File: config.mk
export PLATFORM = sky130hd
export DESIGN_NAME = seam_blend
export DESIGN_NICKNAME = d
export VERILOG_FILES = /design/src/verilog/video_pkg.sv /design/src/verilog/blend_pkg.sv /design/src/verilog/seam_blend.sv
export SDC_FILE = /design/constraint.sdc
export NUM_CORES = 1
export LEC_CHECK = 0
export BUFFER_PORTS_ARGS = -buffer_cell sky130_fd_sc_hd__buf_2
export CORE_AREA = 2 2 102 104
export CTS_BUF_LIST = sky130_fd_sc_hd__clkbuf_4
export DETAILED_ROUTE_END_ITERATION = 8
export DIE_AREA = 0 0 104 106
export PLACE_DENSITY = 0.79
export SETUP_SLACK_MARGIN = 0.15
export SLEW_MARGIN = 20
export SYNTH_ARGS = -nofsm -noshare
export SYNTH_HDL_FRONTEND = slang
export SYNTH_SLANG_ARGS = --single-unit
File: constraint.sdc
create_clock -name clk_25M -period 16.4 [get_ports clk_25M]
set_input_delay 3.28 -clock clk_25M [delete_from_list [all_inputs] [get_ports clk_25M]]
set_output_delay 3.28 -clock clk_25M [all_outputs]
set_load 0.03 [all_outputs]
File: src/verilog/video_pkg.sv
package video_pkg;

	// ----------------------------------------
	// display raster
	// ----------------------------------------
	localparam int H_ACTIVE = 64;		// visible columns
	localparam int V_ACTIVE = 48;		// visible lines
	localparam int H_TOTAL = 80;		// columns incl blanking
	localparam int V_TOTAL = 52;		// lines incl blanking
	localparam int H_SYNC_START = 68;	// first hsync column
	localparam int H_SYNC_END = 71;		// last hsync column, inclusive
	localparam int V_SYNC_START = 49;
	localparam int V_SYNC_END = 50;

	// ----------------------------------------
	// camera frame, one tile of the display
	// ----------------------------------------
	localparam int CAM_W = 32;
	localparam int CAM_H = 24;
	localparam int FRAME_WORDS = 768;	// CAM_W * CAM_H
	localparam int ADDR_W = 10;

	// counters to pins: map reg, buffer read, blend reg
	localparam int PIPE_DEPTH = 3;

	typedef struct packed {
		logic [6:0] x;
		logic [6:0] y;
	} coord_t;

	// 4:4:4 pixel, r in the low nibble
	typedef struct packed {
		logic [3:0] b;
		logic [3:0] g;
		logic [3:0] r;
	} pixel_t;

	typedef struct packed {
		logic hs;
		logic vs;
		logic de;
	} sync_t;

	// raw camera port, one byte per clock while href
	typedef struct packed {
		logic       vsync;
		logic       href;
		logic [7:0] d;
	} cam_bus_t;

endpackage

File: src/verilog/blend_pkg.sv
package blend_pkg;

	// quadrant order: 1 top left, 2 top right, 3 bottom left, 4 bottom right
	typedef enum logic [1:0] {
		CAM_1 = 2'd0,
		CAM_2 = 2'd1,
		CAM_3 = 2'd2,
		CAM_4 = 2'd3
	} cam_id_t;

	typedef enum logic [1:0] {
		REG_TILE  = 2'd0,	// single camera
		REG_VSEAM = 2'd1,	// left/right mix around the middle column
		REG_HSEAM = 2'd2	// top/bottom mix around the middle line
	} region_t;

	// ----------------------------------------
	// weights, full scale is 1 << WEIGHT_SHIFT
	// ----------------------------------------
	localparam int WEIGHT_ONE = 32;
	localparam int WEIGHT_SHIFT = 5;
	localparam int WEIGHT_STEP = 4;		// per column or line across a seam
	localparam int SEAM_HALF = 4;		// seam width on each side of the boundary

	typedef struct packed {
		region_t                      region;
		cam_id_t                      src_a;	// weighted by WEIGHT_ONE - w_b
		cam_id_t                      src_b;
		logic [5:0]                   w_b;
		logic [video_pkg::ADDR_W-1:0] rd_addr;	// same tile address for all buffers
	} blend_ctrl_t;

endpackage

File: src/verilog/seam_blend.sv
`timescale 1ns/1ns

module seam_blend
(
	input  logic                   clk_25M,
	input  logic                   reset,
	input  blend_pkg::blend_ctrl_t ctrl,
	input  logic                   de,
	input  video_pkg::pixel_t      cam_pixel [4],
	output video_pkg::pixel_t      hdmi_data
);

	import video_pkg::*;
	import blend_pkg::*;

	blend_ctrl_t ctrl_d;	// lines up with buffer read data
	pixel_t      pix_a;
	pixel_t      pix_b;
	pixel_t      mix;
	pixel_t      mix_q;

	// one channel: (a * (32 - w) + b * w) >> 5, max sum 480
	function automatic logic [3:0] mix_ch(input logic [3:0] a, input logic [3:0] b,
		input logic [5:0] w);
		logic [9:0] w_a;
		logic [9:0] acc;
		w_a = 10'(WEIGHT_ONE) - 10'(w);
		acc = 10'(a) * w_a + 10'(b) * 10'(w);
		return acc[WEIGHT_SHIFT +: 4];	// floor divide
	endfunction

	// ----------------------------------------
	// stage 2, control meets read data
	// ----------------------------------------
	always_ff @(posedge clk_25M)
	begin
		if (reset)
			ctrl_d <= '0;
		else
			ctrl_d <= ctrl;
	end

	always_comb
	begin
		pix_a = cam_pixel[ctrl_d.src_a];
		pix_b = cam_pixel[ctrl_d.src_b];
		if (ctrl_d.region == REG_TILE)
			mix = pix_a;	// straight copy, no weighting needed
		else
		begin
			mix.r = mix_ch(pix_a.r, pix_b.r, ctrl_d.w_b);
			mix.g = mix_ch(pix_a.g, pix_b.g, ctrl_d.w_b);
			mix.b = mix_ch(pix_a.b, pix_b.b, ctrl_d.w_b);
		end
	end

	// ----------------------------------------
	// stage 3, output register
	// ----------------------------------------
	always_ff @(posedge clk_25M)
	begin
		mix_q <= mix;
	end

	// de here is the pin-aligned one, same cycle as mix_q
	assign hdmi_data = de ? mix_q : '0;

endmodule

# --- Yosys cells after proc, flatten, opt, wreduce, memory -nomap -nowiden ---
# Cells that the tools add are included.
word_totals:
  ff_bits: 24
  input_bits: 73
  output_inout_bits: 12
  wordCells: 30
classes:
  addsub: 4
  multipliers: 6
  order_cmp: 2
  muxes: 8
  n_bitwise: 2
  reduce_logical: 1
ops:
  columns: ["op", "n"]
  rows:
  - ["12-bit two-way mux", 6]
  - ["12-bit binary-select mux with 2-bit select", 2]
  - ["9-bit adder", 3]
  - ["4-bit by 6-bit multiplier with 9-bit output", 3]
  - ["4-bit by 10-bit multiplier with 9-bit output", 2]
  - ["5-bit by 7-bit multiplier with 9-bit output", 1]
  - ["6-bit by 6-bit subtractor with 7-bit output (first input constant)", 1]
  - ["3-bit >= comparator (second input constant)", 2]
  - ["2-bit NOT with 3-bit output", 2]
  - ["2-bit logical NOT", 1]

# --- Longest topological paths before layout ---
# Gate-level depths: netlist (run 1).
depth:
  word_depth: 7
  depth_mapped: 21
  ltp_nobuf: 20

# --- Worst setup path after synthesis (run 1) ---
# OpenSTA, ideal clock, no wires.
synth_timing:
  path_kind: "input port to flip-flop"
  start: "input cam_pixel[25] in the netlist's numbering"
  end: "register mix_q[3] in the netlist's numbering"
  setup_time_ps: 126
  arrival_ps: 7459
  required_time_ps: 16274
  path_slack_ps: 8816
  cell_stages: 16
  path_buffers: 0
  path_cell_list: "mux4_1 -> and2_1 -> fa_1 -> fa_1 -> fa_1 -> inv_1 -> fa_1 -> inv_1 -> ha_1 -> a21o_1 -> a21oi_1 -> o21ai_1 -> o31ai_1 -> xnor2_1 -> xnor2_1 -> o21ai_1"
synth_lines:
  columns: ["element", "line_no", "rtl"]
  rows:
  - ["start, declared", "seam_blend.sv:9", "input video_pkg::pixel_t cam_pixel [4],"]
  - ["end signal, assigned", "seam_blend.sv:62", "mix_q <= mix;"]
  - ["end, declared", "seam_blend.sv:20", "pixel_t mix_q;"]

==> run summary, run 1 <==
### Worst setup path
- 6 — CP Max Fanout
- adder cells — cell family contributing the most delay on the critical path
- 20 — R2R depth
- 16.64 ns — CP Data Required Time
- ctrl_d[10]$_SDFF_PP0_ — start of the worst register-to-register path
- primary input to register — worst setup path class
- sky130_fd_sc_hd__fa_1 — most prevalent standard cell on the critical path
- buf_2, mux4_1, and2_1, fa_1, fa_1, fa_1, inv_1, fa_1, inv_1, ha_1, a21o_1, a21oi_1, o21ai_1, o31ai_1, xnor2_1, xnor2_1, o21ai_1 — ordered list of cells on the worst path
- 8.02 ns — CP Data Arrival Time
- register — sort of element at the end of the critical path
- mix_q[11]$_DFF_P_ — RR Endpoint
- primary input — Setup crit start kind
- 0.62 ns — largest incremental delay on the critical path
- sky130_fd_sc_hd__mux4_1 — Critical Path Slowest Stage Cell
- 3 — Bufs and invs on worst path
- 10.16 ns — worst setup slack for register-to-register paths

### Logic synthesis
- 0.299 — area share of the leading cell type in the synthesized netlist
- 0.188 — basic-gate share of the synthesized area counting and, or, nand and nor cells
- 0.405 — Synth Area in Adders
- 0 — EDFF count, synth
- sky130_fd_sc_hd__fa_1, sky130_fd_sc_hd__ha_1, sky130_fd_sc_hd__and2_1, sky130_fd_sc_hd__dfxtp_1, sky130_fd_sc_hd__inv_1 — most area-consuming cells after synthesis
- 35 — Netlist cell types
- sky130_fd_sc_hd__fa_1 — post-synth top area cell
- adder cells — combinational family with the most area after synthesis
- 0.0411 — compound-cell area share of the yosys netlist
- 0.110 — portion of netlist area occupied by mux cells
- 837 — post-synthesis net count
- sky130_fd_sc_hd__inv_1, sky130_fd_sc_hd__and2_1, sky130_fd_sc_hd__fa_1, sky130_fd_sc_hd__nand2_1, sky130_fd_sc_hd__ha_1 — top post-synthesis cells by count
- 9.27 um^2 — Mean Syn Cell Area
- 24 — flip-flop and latch count after synthesis
- sky130_fd_sc_hd__inv_1 — most instantiated library cell after synthesis
- 0 — warnings from Yosys
- 5820 um^2 — post-synth design cell area
- 0.0748 — post-synthesis share of cell area spent on xor and xnor gates
- 628 — Post-Synthesis Cells
- 0.0826 — share of the yosys chip area belonging to registers
- 0 — FFs w/ async S/R, synth
- sky130_fd_sc_hd__dfxtp_1 — most common flop cell mapped by yosys

### STA
- 0.475 — final worst path period share
- 0 ns — setup TNS after final layout
- 0.00206 ns — Worst Skew
- 7.79 ns — final critical delay including setup and external delays
- 0 — final setup violating endpoints
- 0 — Final Hold Vio Count
- 0 — final slew viol count
- 0.250 — tightest slew margin relative to the limit
- 128 MHz — upper clock frequency limit
- false — RSZ-0062 raised after global routing
- 1.12 ns — transition time at the pin with the least slew margin

### Clocking
- built — CTS tree
- 1 — Max H-tree Level
- sky130_fd_sc_hd__clkbuf_4 — cell at the root of the clock tree
- 2 — clock tree buffer depth
- 0.16 ns — clock-pin slew on the worst setup and hold paths
- 0.34 ns — Clk Latency, worst-skew pair
- 3 — TritonCTS buffer count
- 0 — post-CTS repair timing setup buffer count
- 0 — post-CTS sizing
- 24 — clock tree sinks
- 0 — hold buffers post-CTS

### Placement
- 0.896 — Final GP Congestion
- 74 — buffers added on ports
- 819 — Post-Place Cells
- 11.2 mm — placed wire-length estimate

### Cells and area
- 823 — Post-Layout Cell Count
- 897 — layout net count
- 8.34% — area grow syn2layout
- 480 um^2 — area taken by flip-flops and latches
- 0.163 — layout cells sized above 1
- 0 — diodes inserted
- 4760 um^2 — Multi-input gate area
- 863 — number of fill cells in the layout

### Route
- 14.1 mm — total wire length after detailed routing
- 17.2 um — detailed-route wire length per cell
- 334 — number of DRC markers in iteration 0
- 0 — number of routed nets with antenna violations
- 5.55 — Via density
- 0 — drc violations
- 4 — first-pass iteration count of the detailed router
- 4,568 — number of vias in the routed layout

### Global route
- 23.3 mm — global-route wire length before repair
- 25 — pin count of the biggest net entering global routing
- 0.0307 — met3 track utilization from global routing
- 0.320 — Global Route met1 Usage
- met2 — busiest layer in global routing
- 4,921 — via count of the first global-routing pass
- 0 — sum of overflow across all layers after global routing
- 0.271 — GRT Resource Usage Total
- 0 — initial antenna violation count
- 0.490 — met2 capacity usage during global routing

### Status
- finished, final reports clean — status

### Power
- 0.071 — proportion of power drawn by the clock network
- 0.000341 W — Internal Dissipation
- 0.131 — share of total power in sequential cells
- 106 nW/um^2 — Power Dens Cells
- 0.0459 mV — highest ir drop seen on vdd
- 0.000326 W — switching power summed over all nets
- 3.15 nW — Pleak
- 0.799 — combinational share of power
- 0.488 — fraction of power spent switching nets

### Die
- 37 — FP Rows
- 10000 um^2 — Core Box Area
- 85 — io pins
- 11,000 um^2 — Total Die Area
- 106 um — y dimension of the die
- 104 um — die boundary width
- 0.582 — initial core utilization

### Min path
- register to register — Hold/Removal Path Class
- ctrl_d[20]$_SDFF_PP0_ — hold path startpoint
- 4 — number of cells traversed by the worst hold path
- mix_q[1]$_DFF_P_ — terminating pin of the worst hold path

### Job
- 0 — number of max-cap violations

==> worst max-delay path by stage <==
stage,to,depth (start not counted),start,slack [ns]
2_1_floorplan,mix_q[3]$_DFF_P_,16,cam_pixel[25],8.82
4_1_cts,mix_q[3]$_DFF_P_,17,cam_pixel[13],8.66
3_5_place_dp,mix_q[3]$_DFF_P_,17,cam_pixel[13],8.27
5_1_grt,mix_q[3]$_DFF_P_,17,cam_pixel[25],8.44
3_3_place_gp,mix_q[3]$_DFF_P_,17,cam_pixel[25],8.35
6_report,mix_q[3]$_DFF_P_,17,cam_pixel[13],8.61
==> cells by family (layout without fill, tap and decap cells) <==
logic type	count (synthesis)	in the layout
multiplexers	33	33
AND/OR/NAND/NOR	207	207
flip-flops	24	24
adder cells (fa/ha/maj)	136	136
buffers and inverters	142	201
AO/OA/AOI/OAI	41	41
XOR/XNOR	45	45
==> registers in the layout (all words and copies together) (netlist names) <==
| name | cells |
|---|---|
| ctrl_d | 12 |
| mix_q | 12 |
==> power groups by stage <==
stage	registers, W	clock network, W	logic [W]
2_1_floorplan	0.0000801	0	0.000422
3_3_place_gp	0.0000878	0	0.000506
3_5_place_dp	0.0000886	0	0.000529
4_1_cts	0.0000871	0.0000470	0.000534
5_1_grt	0.0000886	0.0000488	0.000610
6_report	0.0000874	0.0000470	0.000533
==> per-stage QoR <==
step	cell area [um^2]	setup slack [ns]	hold slack, ns	power (W)	utilization
detailed placement	6250	8.27	0.739	0.000618	0.625
global route	6300	8.44	0.808	0.000747	0.631
floorplan	5820	8.82	0.496	0.000502	-
CTS	6300	8.66	0.758	0.000669	0.631
finish	6300	8.61	0.774	0.000667	0.631
global placement	6250	8.35	0.726	0.000594	0.625
==> layout by cell type (no fill, tap or decap), types with 2 or more instances in the layout <==
| cell | instances |
|---|---|
| sky130_fd_sc_hd__nand2_1 | 58 |
| sky130_fd_sc_hd__mux2_2 | 4 |
| sky130_fd_sc_hd__nor2b_1 | 12 |
| sky130_fd_sc_hd__nor3_1 | 2 |
| sky130_fd_sc_hd__buf_4 | 2 |
| sky130_fd_sc_hd__mux2i_1 | 6 |
| sky130_fd_sc_hd__xnor2_1 | 32 |
| sky130_fd_sc_hd__and4b_1 | 2 |
| sky130_fd_sc_hd__xnor3_1 | 3 |
| sky130_fd_sc_hd__nand2b_1 | 5 |
| sky130_fd_sc_hd__o31ai_1 | 2 |
| sky130_fd_sc_hd__fa_1 | 87 |
| sky130_fd_sc_hd__o21ai_2 | 3 |
| sky130_fd_sc_hd__dfxtp_1 | 24 |
| sky130_fd_sc_hd__and2_1 | 91 |
| sky130_fd_sc_hd__inv_1 | 121 |
| sky130_fd_sc_hd__nor2_1 | 28 |
| sky130_fd_sc_hd__o21ai_1 | 6 |
| sky130_fd_sc_hd__ha_1 | 49 |
| sky130_fd_sc_hd__and2_2 | 2 |
| sky130_fd_sc_hd__o21ai_0 | 16 |
| sky130_fd_sc_hd__xor2_1 | 10 |
| sky130_fd_sc_hd__a21o_1 | 3 |
| sky130_fd_sc_hd__buf_2 | 74 |
| sky130_fd_sc_hd__mux4_2 | 19 |
| sky130_fd_sc_hd__mux4_1 | 4 |
| sky130_fd_sc_hd__clkbuf_4 | 3 |
| sky130_fd_sc_hd__nand3_1 | 3 |
| sky130_fd_sc_hd__a21oi_1 | 10 |
==> area by class of cell <==
class,instances,area share
timing repair buffer,76,0.0611
tap,136,0.0270
multi-input combinational,462,0.755
sequential,24,0.0762
clock buffer,3,0.00357
inverter,121,0.0720
clock inverter,1,0.00476
==> metal layers <==
layer | vias to the layer above | routed length (um)
li1 | 2059 | -
met1 | 2244 | 5080
met2 | 204 | 7190
met3 | 61 | 1180
met4 | 0 | 694
met5 | - | 0
==> worst min-delay path, cell delays in order (launching register included) <==
cell and delay (ns):
sky130_fd_sc_hd__dfxtp_1 0.34, sky130_fd_sc_hd__nor2_1 0.04, sky130_fd_sc_hd__buf_4 0.21, sky130_fd_sc_hd__nand2_1 0.08, sky130_fd_sc_hd__o21ai_0 0.07
Note: power is estimated with default switching activity, not from simulation.
==> inputs of run 2 (changes only) <==
--- a/config.mk
+++ b/config.mk
@@ -5,12 +5,13 @@
 export SDC_FILE = /design/constraint.sdc
 export NUM_CORES = 1
 export LEC_CHECK = 0
+export ABC_AREA = 1
 export BUFFER_PORTS_ARGS = -buffer_cell sky130_fd_sc_hd__buf_2
-export CORE_AREA = 2 2 102 104
+export CORE_AREA = 2 2 111 113
 export CTS_BUF_LIST = sky130_fd_sc_hd__clkbuf_4
 export DETAILED_ROUTE_END_ITERATION = 8
-export DIE_AREA = 0 0 104 106
-export PLACE_DENSITY = 0.79
+export DIE_AREA = 0 0 113 115
+export PLACE_DENSITY = 0.75
 export SETUP_SLACK_MARGIN = 0.15
 export SLEW_MARGIN = 20
 export SYNTH_ARGS = -nofsm -noshare
==> constraint.sdc (replaced) <==
create_clock -name clk_25M -period 6.8 [get_ports clk_25M]
set_input_delay 1.36 -clock clk_25M [delete_from_list [all_inputs] [get_ports clk_25M]]
set_output_delay 1.36 -clock clk_25M [all_outputs]
set_load 0.03 [all_outputs]
==> run summary, run 2 <==
### STA
- 0 ns — setup TNS after final layout
- 0 — final setup violating endpoints
- 0.0107 ns — Worst Skew
- 0.778 — final worst path period share
- 5.29 ns — final critical delay including setup and external delays
- 0 — final slew viol count
- 189 MHz — upper clock frequency limit
- false — RSZ-0062 raised after global routing
- 0 — Final Hold Vio Count
- 0.344 — tightest slew margin relative to the limit
- 0.983 ns — transition time at the pin with the least slew margin

### Logic synthesis
- 6310 um^2 — post-synth design cell area
- 1,138 — post-synthesis net count
- 929 — Post-Synthesis Cells
- 0 — EDFF count, synth
- 0 — warnings from Yosys
- sky130_fd_sc_hd__nand2_1, sky130_fd_sc_hd__inv_1, sky130_fd_sc_hd__nor2_1, sky130_fd_sc_hd__fa_1, sky130_fd_sc_hd__nand3_1 — top post-synthesis cells by count
- 24 — flip-flop and latch count after synthesis
- 0.276 — area share of the leading cell type in the synthesized netlist
- 0.0761 — share of the yosys chip area belonging to registers
- sky130_fd_sc_hd__nand2_1 — most instantiated library cell after synthesis
- sky130_fd_sc_hd__fa_1 — post-synth top area cell
- 42 — Netlist cell types
- 6.80 um^2 — Mean Syn Cell Area
- 0 — FFs w/ async S/R, synth
- sky130_fd_sc_hd__fa_1, sky130_fd_sc_hd__nand2_1, sky130_fd_sc_hd__inv_1, sky130_fd_sc_hd__ha_1, sky130_fd_sc_hd__dfxtp_1 — most area-consuming cells after synthesis
- sky130_fd_sc_hd__dfxtp_1 — most common flop cell mapped by yosys

### Cells and area
- 0.576 — core occupancy in the finished layout
- 4870 um^2 — Multi-input gate area
- sky130_fd_sc_hd__nand2_1 — most common cell after layout, fill and taps aside
- 7.81% — area grow syn2layout
- 0 — diodes inserted
- sky130_fd_sc_hd__nand2_1, sky130_fd_sc_hd__inv_1, sky130_fd_sc_hd__nor2_1 — commonest cells after routing, fill and taps aside
- 0.144 — layout cells sized above 1
- 1,175 — number of fill cells in the layout
- 1,203 — layout net count
- ctrl_d (12), mix_q (12) — largest registers
- 480 um^2 — area taken by flip-flops and latches

### Clocking
- 2 — clock tree buffer depth
- built — CTS tree
- sky130_fd_sc_hd__clkbuf_4 — cell at the root of the clock tree
- 0.18 ns — clock-pin slew on the worst setup and hold paths
- 3 — TritonCTS buffer count
- 0 — hold buffers post-CTS
- 0 — post-CTS sizing
- 0 — post-CTS repair timing setup buffer count
- 0.36 ns — Clk Latency, worst-skew pair
- 1 — Max H-tree Level
- 24 — clock tree sinks

### Die
- 40 — FP Rows
- 115 um — y dimension of the die
- 85 — io pins
- 113 um — die boundary width
- 0.535 — initial core utilization
- 11,800 um^2 — Core Box Area
- 13,000 um^2 — Total Die Area

### Global route
- 0.0343 — met3 track utilization from global routing
- 0.436 — met2 capacity usage during global routing
- 0 — initial antenna violation count
- met2 — busiest layer in global routing
- 5,411 — via count of the first global-routing pass
- 0.340 — Global Route met1 Usage
- 0.250 — GRT Resource Usage Total
- 26.2 mm — global-route wire length before repair
- 27 — pin count of the biggest net entering global routing
- 0 — sum of overflow across all layers after global routing

### Power
- 0.130 mV — highest ir drop seen on vdd
- 259 nW/um^2 — Power Dens Cells
- 3.92 nW — Pleak
- 0.00177 W — total design power

### Status
- DRC — violated checks
- finished, violations left — status

### Job
- 0 — number of max-cap violations

### Route
- 418 — number of DRC markers in iteration 0
- 7 — first-pass iteration count of the detailed router
- 5.04 — Via density
- 5,747 — number of vias in the routed layout
- 15.8 mm — total wire length after detailed routing
- 1 — drc violations
- 0 — number of routed nets with antenna violations
- 13.8 um — detailed-route wire length per cell

### Placement
- 74 — buffers added on ports
- 0.868 — Final GP Congestion
- 13.0 mm — placed wire-length estimate

### Worst setup path
- ctrl_d[18]$_SDFF_PP0_ — start of the worst register-to-register path
- primary input to register — worst setup path class
- 23 — R2R depth
- register — sort of element at the end of the critical path
- 6 — CP Max Fanout
- cam_pixel[24] — Worst setup startpoint
- primary input — Setup crit start kind
- 7.07 ns — CP Data Required Time
- 5.56 ns — CP Data Arrival Time

### Min path
- ctrl_d[20]$_SDFF_PP0_ — hold path startpoint
- 4 — number of cells traversed by the worst hold path
- register to register — Hold/Removal Path Class

## run 2: cell count changes in the layout (fill, tap and decap cells not counted), sizes merged, moves of 6 or more
cell / before / now
nand2: 58 / 260
nor2: 28 / 133
and2: 93 / 0
inv: 121 / 204
nand3: 3 / 81
xnor2: 32 / 7
mux4: 23 / 0
o21ai: 25 / 12
nor2b: 12 / 0
buf: 76 / 82
mux2i: 6 / 0
nand4: 0 / 6
## run 2: power by group
part	switching [W]	internal (W)	total, W	leakage, nW
clock	0.0000596	0.0000597	0.000119	0.0279
combinational	0.000891	0.000554	0.00145	3.69
sequential	0.0000173	0.000183	0.000201	0.201
total	0.000968	0.000797	0.00177	3.92
## run 2: through the flow
stage / instance area (um^2) / hold WS, ns / setup slack (ns) / cells
6_report: 6810 / 0.731 / 1.51 / 1140
5_1_grt: 6810 / 0.760 / 1.15 / 1140
3_3_place_gp: 6750 / 0.687 / 1.21 / 1136
3_5_place_dp: 6750 / 0.691 / 1.14 / 1136
4_1_cts: 6810 / 0.709 / 1.53 / 1140
2_1_floorplan: 6310 / 0.543 / 1.70 / 929
## run 2: kinds of logic after synthesis
logic type / Yosys count / synth area share
AOI/OAI and AO/OA: 36 / 0.0388
adders and majority gates: 136 / 0.373
buffers and inverters: 229 / 0.152
xor gates and xnor gates: 18 / 0.0262
and+or+nand+nor: 486 / 0.334
DFF: 24 / 0.0761
## run 2: final cells by class
type | count | area share
clock buffer | 3 | 0.00331
clock inverter | 1 | 0.00441
inverter | 207 | 0.116
multi-input combinational | 676 | 0.716
sequential | 24 | 0.0706
tap | 147 | 0.0270
timing repair buffer | 82 | 0.0632
## run 2: layer usage
| metal | vias up | wire (um) |
|---|---|---|
| met5 | - | 0 |
| met4 | 0 | 227 |
| met3 | 26 | 1400 |
| met2 | 250 | 7370 |
| met1 | 2577 | 6760 |
| li1 | 2894 | - |
## run 2: critical path: stages
cell	delay, ns
sky130_fd_sc_hd__buf_2	0.09
sky130_fd_sc_hd__nand2_1	0.05
sky130_fd_sc_hd__nand3_1	0.09
sky130_fd_sc_hd__nand2_1	0.26
sky130_fd_sc_hd__inv_1	0.17
sky130_fd_sc_hd__nand2_1	0.09
sky130_fd_sc_hd__fa_1	0.52
sky130_fd_sc_hd__fa_1	0.50
sky130_fd_sc_hd__inv_1	0.05
sky130_fd_sc_hd__fa_1	0.52
sky130_fd_sc_hd__inv_1	0.05
sky130_fd_sc_hd__fa_1	0.53
sky130_fd_sc_hd__inv_1	0.05
sky130_fd_sc_hd__ha_1	0.28
sky130_fd_sc_hd__nand4_1	0.14
sky130_fd_sc_hd__o31ai_4	0.31
sky130_fd_sc_hd__nand2_1	0.08
sky130_fd_sc_hd__nand2_1	0.08
sky130_fd_sc_hd__nand2_1	0.08
sky130_fd_sc_hd__nand2_1	0.07
sky130_fd_sc_hd__nand2_1	0.05
sky130_fd_sc_hd__nand3_1	0.06
sky130_fd_sc_hd__nand2_1	0.06
## run 2: worst paths after layout
path | endpoint | slack [ns]
setup / recovery | mix_q[1]$_DFF_P_ | 1.51
setup reg to reg | mix_q[1]$_DFF_P_ | 1.51
hold / removal | mix_q[9]$_DFF_P_ | 0.73
hold reg to reg | mix_q[9]$_DFF_P_ | 0.73
==> inputs of run 3 (changes only) <==
==> constraint.sdc (replaced) <==
create_clock -name clk_25M -period 4.8 [get_ports clk_25M]
set_input_delay 0.96 -clock clk_25M [delete_from_list [all_inputs] [get_ports clk_25M]]
set_output_delay 0.96 -clock clk_25M [all_outputs]
set_load 0.03 [all_outputs]
==> run summary, run 3 (synthesized netlist as in run 2, its figures left out) <==
### Cells and area
- 1,217 — Post-Layout Cell Count
- sky130_fd_sc_hd__nand2_1 — most common cell after layout, fill and taps aside
- 21.5% — area grow syn2layout
- 7670 um^2 — area of all placed cells without fillers
- 1,280 — layout net count
- 0.650 — core occupancy in the finished layout
- 0.269 — layout cells sized above 1
- sky130_fd_sc_hd__nand2_1, sky130_fd_sc_hd__inv_1, sky130_fd_sc_hd__nor2_1 — commonest cells after routing, fill and taps aside
- 1,031 — number of fill cells in the layout
- ctrl_d (12), mix_q (12) — largest registers

### Global route
- 27.6 mm — global-route wire length before repair
- 1 — initial antenna violation count
- 0.264 — GRT Resource Usage Total
- 0 — sum of overflow across all layers after global routing
- 25 — pin count of the biggest net entering global routing
- 5,905 — via count of the first global-routing pass

### Status
- finished, violations left — status
- DRC — violated checks

### Placement
- 13.8 mm — placed wire-length estimate
- 74 — buffers added on ports
- 0.942 — Final GP Congestion
- 7220 um^2 — Area after DPL
- 1,197 — Post-Place Cells

### Clocking
- built — CTS tree
- 0.14 ns — clock-pin slew on the worst setup and hold paths
- 1 — Max H-tree Level
- 24 — clock tree sinks
- 0 — hold buffers post-CTS
- 3 — TritonCTS buffer count
- 0.33 ns — Clk Latency, worst-skew pair
- sky130_fd_sc_hd__clkbuf_4 — cell at the root of the clock tree
- 2 — clock tree buffer depth

### STA
- 4.53 ns — final critical delay including setup and external delays
- 221 MHz — upper clock frequency limit
- 0.607 — tightest slew margin relative to the limit
- 0.0147 ns — Worst Skew
- 0 — Final Hold Vio Count
- 0 — final slew viol count
- 0.589 ns — transition time at the pin with the least slew margin
- true — RSZ-0062 raised after global routing
- 0 — final setup violating endpoints
- 0.944 — final worst path period share

### Die
- 13,000 um^2 — Total Die Area
- 85 — io pins
- 113 um — die boundary width
- 0.535 — initial core utilization
- 11,800 um^2 — Core Box Area
- 115 um — y dimension of the die
- 40 — FP Rows

### Worst setup path
- 0.31 ns — worst setup slack for register-to-register paths
- 5.01 ns — CP Data Required Time
- primary input — Setup crit start kind
- 4.74 ns — CP Data Arrival Time
- register — sort of element at the end of the critical path
- primary input to register — worst setup path class
- 5 — CP Max Fanout

### Route
- 13.8 um — detailed-route wire length per cell
- 6,120 — number of vias in the routed layout
- 16.8 mm — total wire length after detailed routing
- 3 — drc violations
- 445 — number of DRC markers in iteration 0
- 7 — first-pass iteration count of the detailed router
- 0 — number of routed nets with antenna violations
- 5.03 — Via density

### Power
- 4.30 nW — Pleak
- 0.212 mV — highest ir drop seen on vdd
- 385 nW/um^2 — Power Dens Cells

### Job
- 0 — number of max-cap violations

### Min path
- register to register — Hold/Removal Path Class

run 3: cell types whose count changed in the layout (fill, tap and decap cells not counted), moves of 7 or more:
cell and change:
sky130_fd_sc_hd__buf_4 +73, sky130_fd_sc_hd__nand2_1 -18, sky130_fd_sc_hd__nand2_2 +17, sky130_fd_sc_hd__nand3_1 -10
sky130_fd_sc_hd__nand3_2 +10, sky130_fd_sc_hd__nor2_1 -9, sky130_fd_sc_hd__ha_1 -8, sky130_fd_sc_hd__ha_4 +7
sky130_fd_sc_hd__inv_1 -7
run 3: layout make-up:
class	count	area, um^2	share of cell area
Timing Repair inverter	1	7.51	0.000978
Clock buffer	3	22.5	0.00293
Sequential cell	24	493	0.0642
Antenna cell	1	2.50	0.000326
Timing Repair Buffer	158	1020	0.133
Multi-Input combinational cell	676	5140	0.670
Inverter	207	798	0.104
Tap cell	147	184	0.0240
run 3: metal layers:
layer	up-vias	GRT usage	routed length (um)
met5	-	0	0
met1	2810	0.352	7360
li1	3046	-	-
met3	29	0.0258	1120
met4	0	0.0650	384
met2	235	0.464	7930
run 3: critical path: stages:
cell                      delay (ns)
sky130_fd_sc_hd__buf_2          0.10
sky130_fd_sc_hd__nand2_1        0.07
sky130_fd_sc_hd__nand3_2        0.09
sky130_fd_sc_hd__nand2_2        0.12
sky130_fd_sc_hd__inv_2          0.08
sky130_fd_sc_hd__nand2_2        0.05
sky130_fd_sc_hd__fa_1           0.50
sky130_fd_sc_hd__fa_1           0.51
sky130_fd_sc_hd__inv_1          0.05
sky130_fd_sc_hd__fa_1           0.47
sky130_fd_sc_hd__inv_1          0.05
sky130_fd_sc_hd__fa_1           0.49
sky130_fd_sc_hd__inv_2          0.05
sky130_fd_sc_hd__ha_4           0.26
sky130_fd_sc_hd__nand4_1        0.13
sky130_fd_sc_hd__o31ai_4        0.32
sky130_fd_sc_hd__nand2_1        0.08
sky130_fd_sc_hd__nand2_1        0.10
sky130_fd_sc_hd__nand3_1        0.08
sky130_fd_sc_hd__nand3_1        0.09
sky130_fd_sc_hd__nand2_1        0.10
run 3: worst paths after layout:
kind / depth (start not counted) / endpoint / from
worst max-delay path: 21 / mix_q[7]$_DFF_P_ / cam_pixel[19]
worst min-delay path: 4 / mix_q[9]$_DFF_P_ / ctrl_d[20]$_SDFF_PP0_
worst max register to register: 24 / mix_q[7]$_DFF_P_ / ctrl_d[11]$_SDFF_PP0_
worst min register to register: 4 / mix_q[9]$_DFF_P_ / ctrl_d[20]$_SDFF_PP0_
run 3: timing repair:
action / 4_1_cts / 5_1_grt
setup endpoints to repair: 8 / 12
resized for setup: 9 / 76
endpoints found under the hold margin: 0 / 0
gates cloned: 0 / 1
setup buffers: 1 / 14
pin swaps: 3 / 51
run 3: stage by stage:
| stage | total power [W] | hold slack, ns | TNS (ns) | setup slack, ns |
|---|---|---|---|---|
| floorplan | 0.00189 | 0.543 | 0 | 0.139 |
| global placement | 0.00256 | 0.672 | -1.04 | -0.192 |
| detailed placement | 0.00262 | 0.684 | -1.89 | -0.292 |
| CTS | 0.00273 | 0.710 | 0 | 0.151 |
| global route | 0.00333 | 0.754 | 0 | 0.120 |
| finish | 0.00295 | 0.717 | 0 | 0.270 |
run 3: where the power goes:
part           total [W]  internal, W  switching (W)
Clock          0.0000936    0.0000295      0.0000641
Sequential      0.000281     0.000260      0.0000209
Combinational    0.00258      0.00117        0.00141
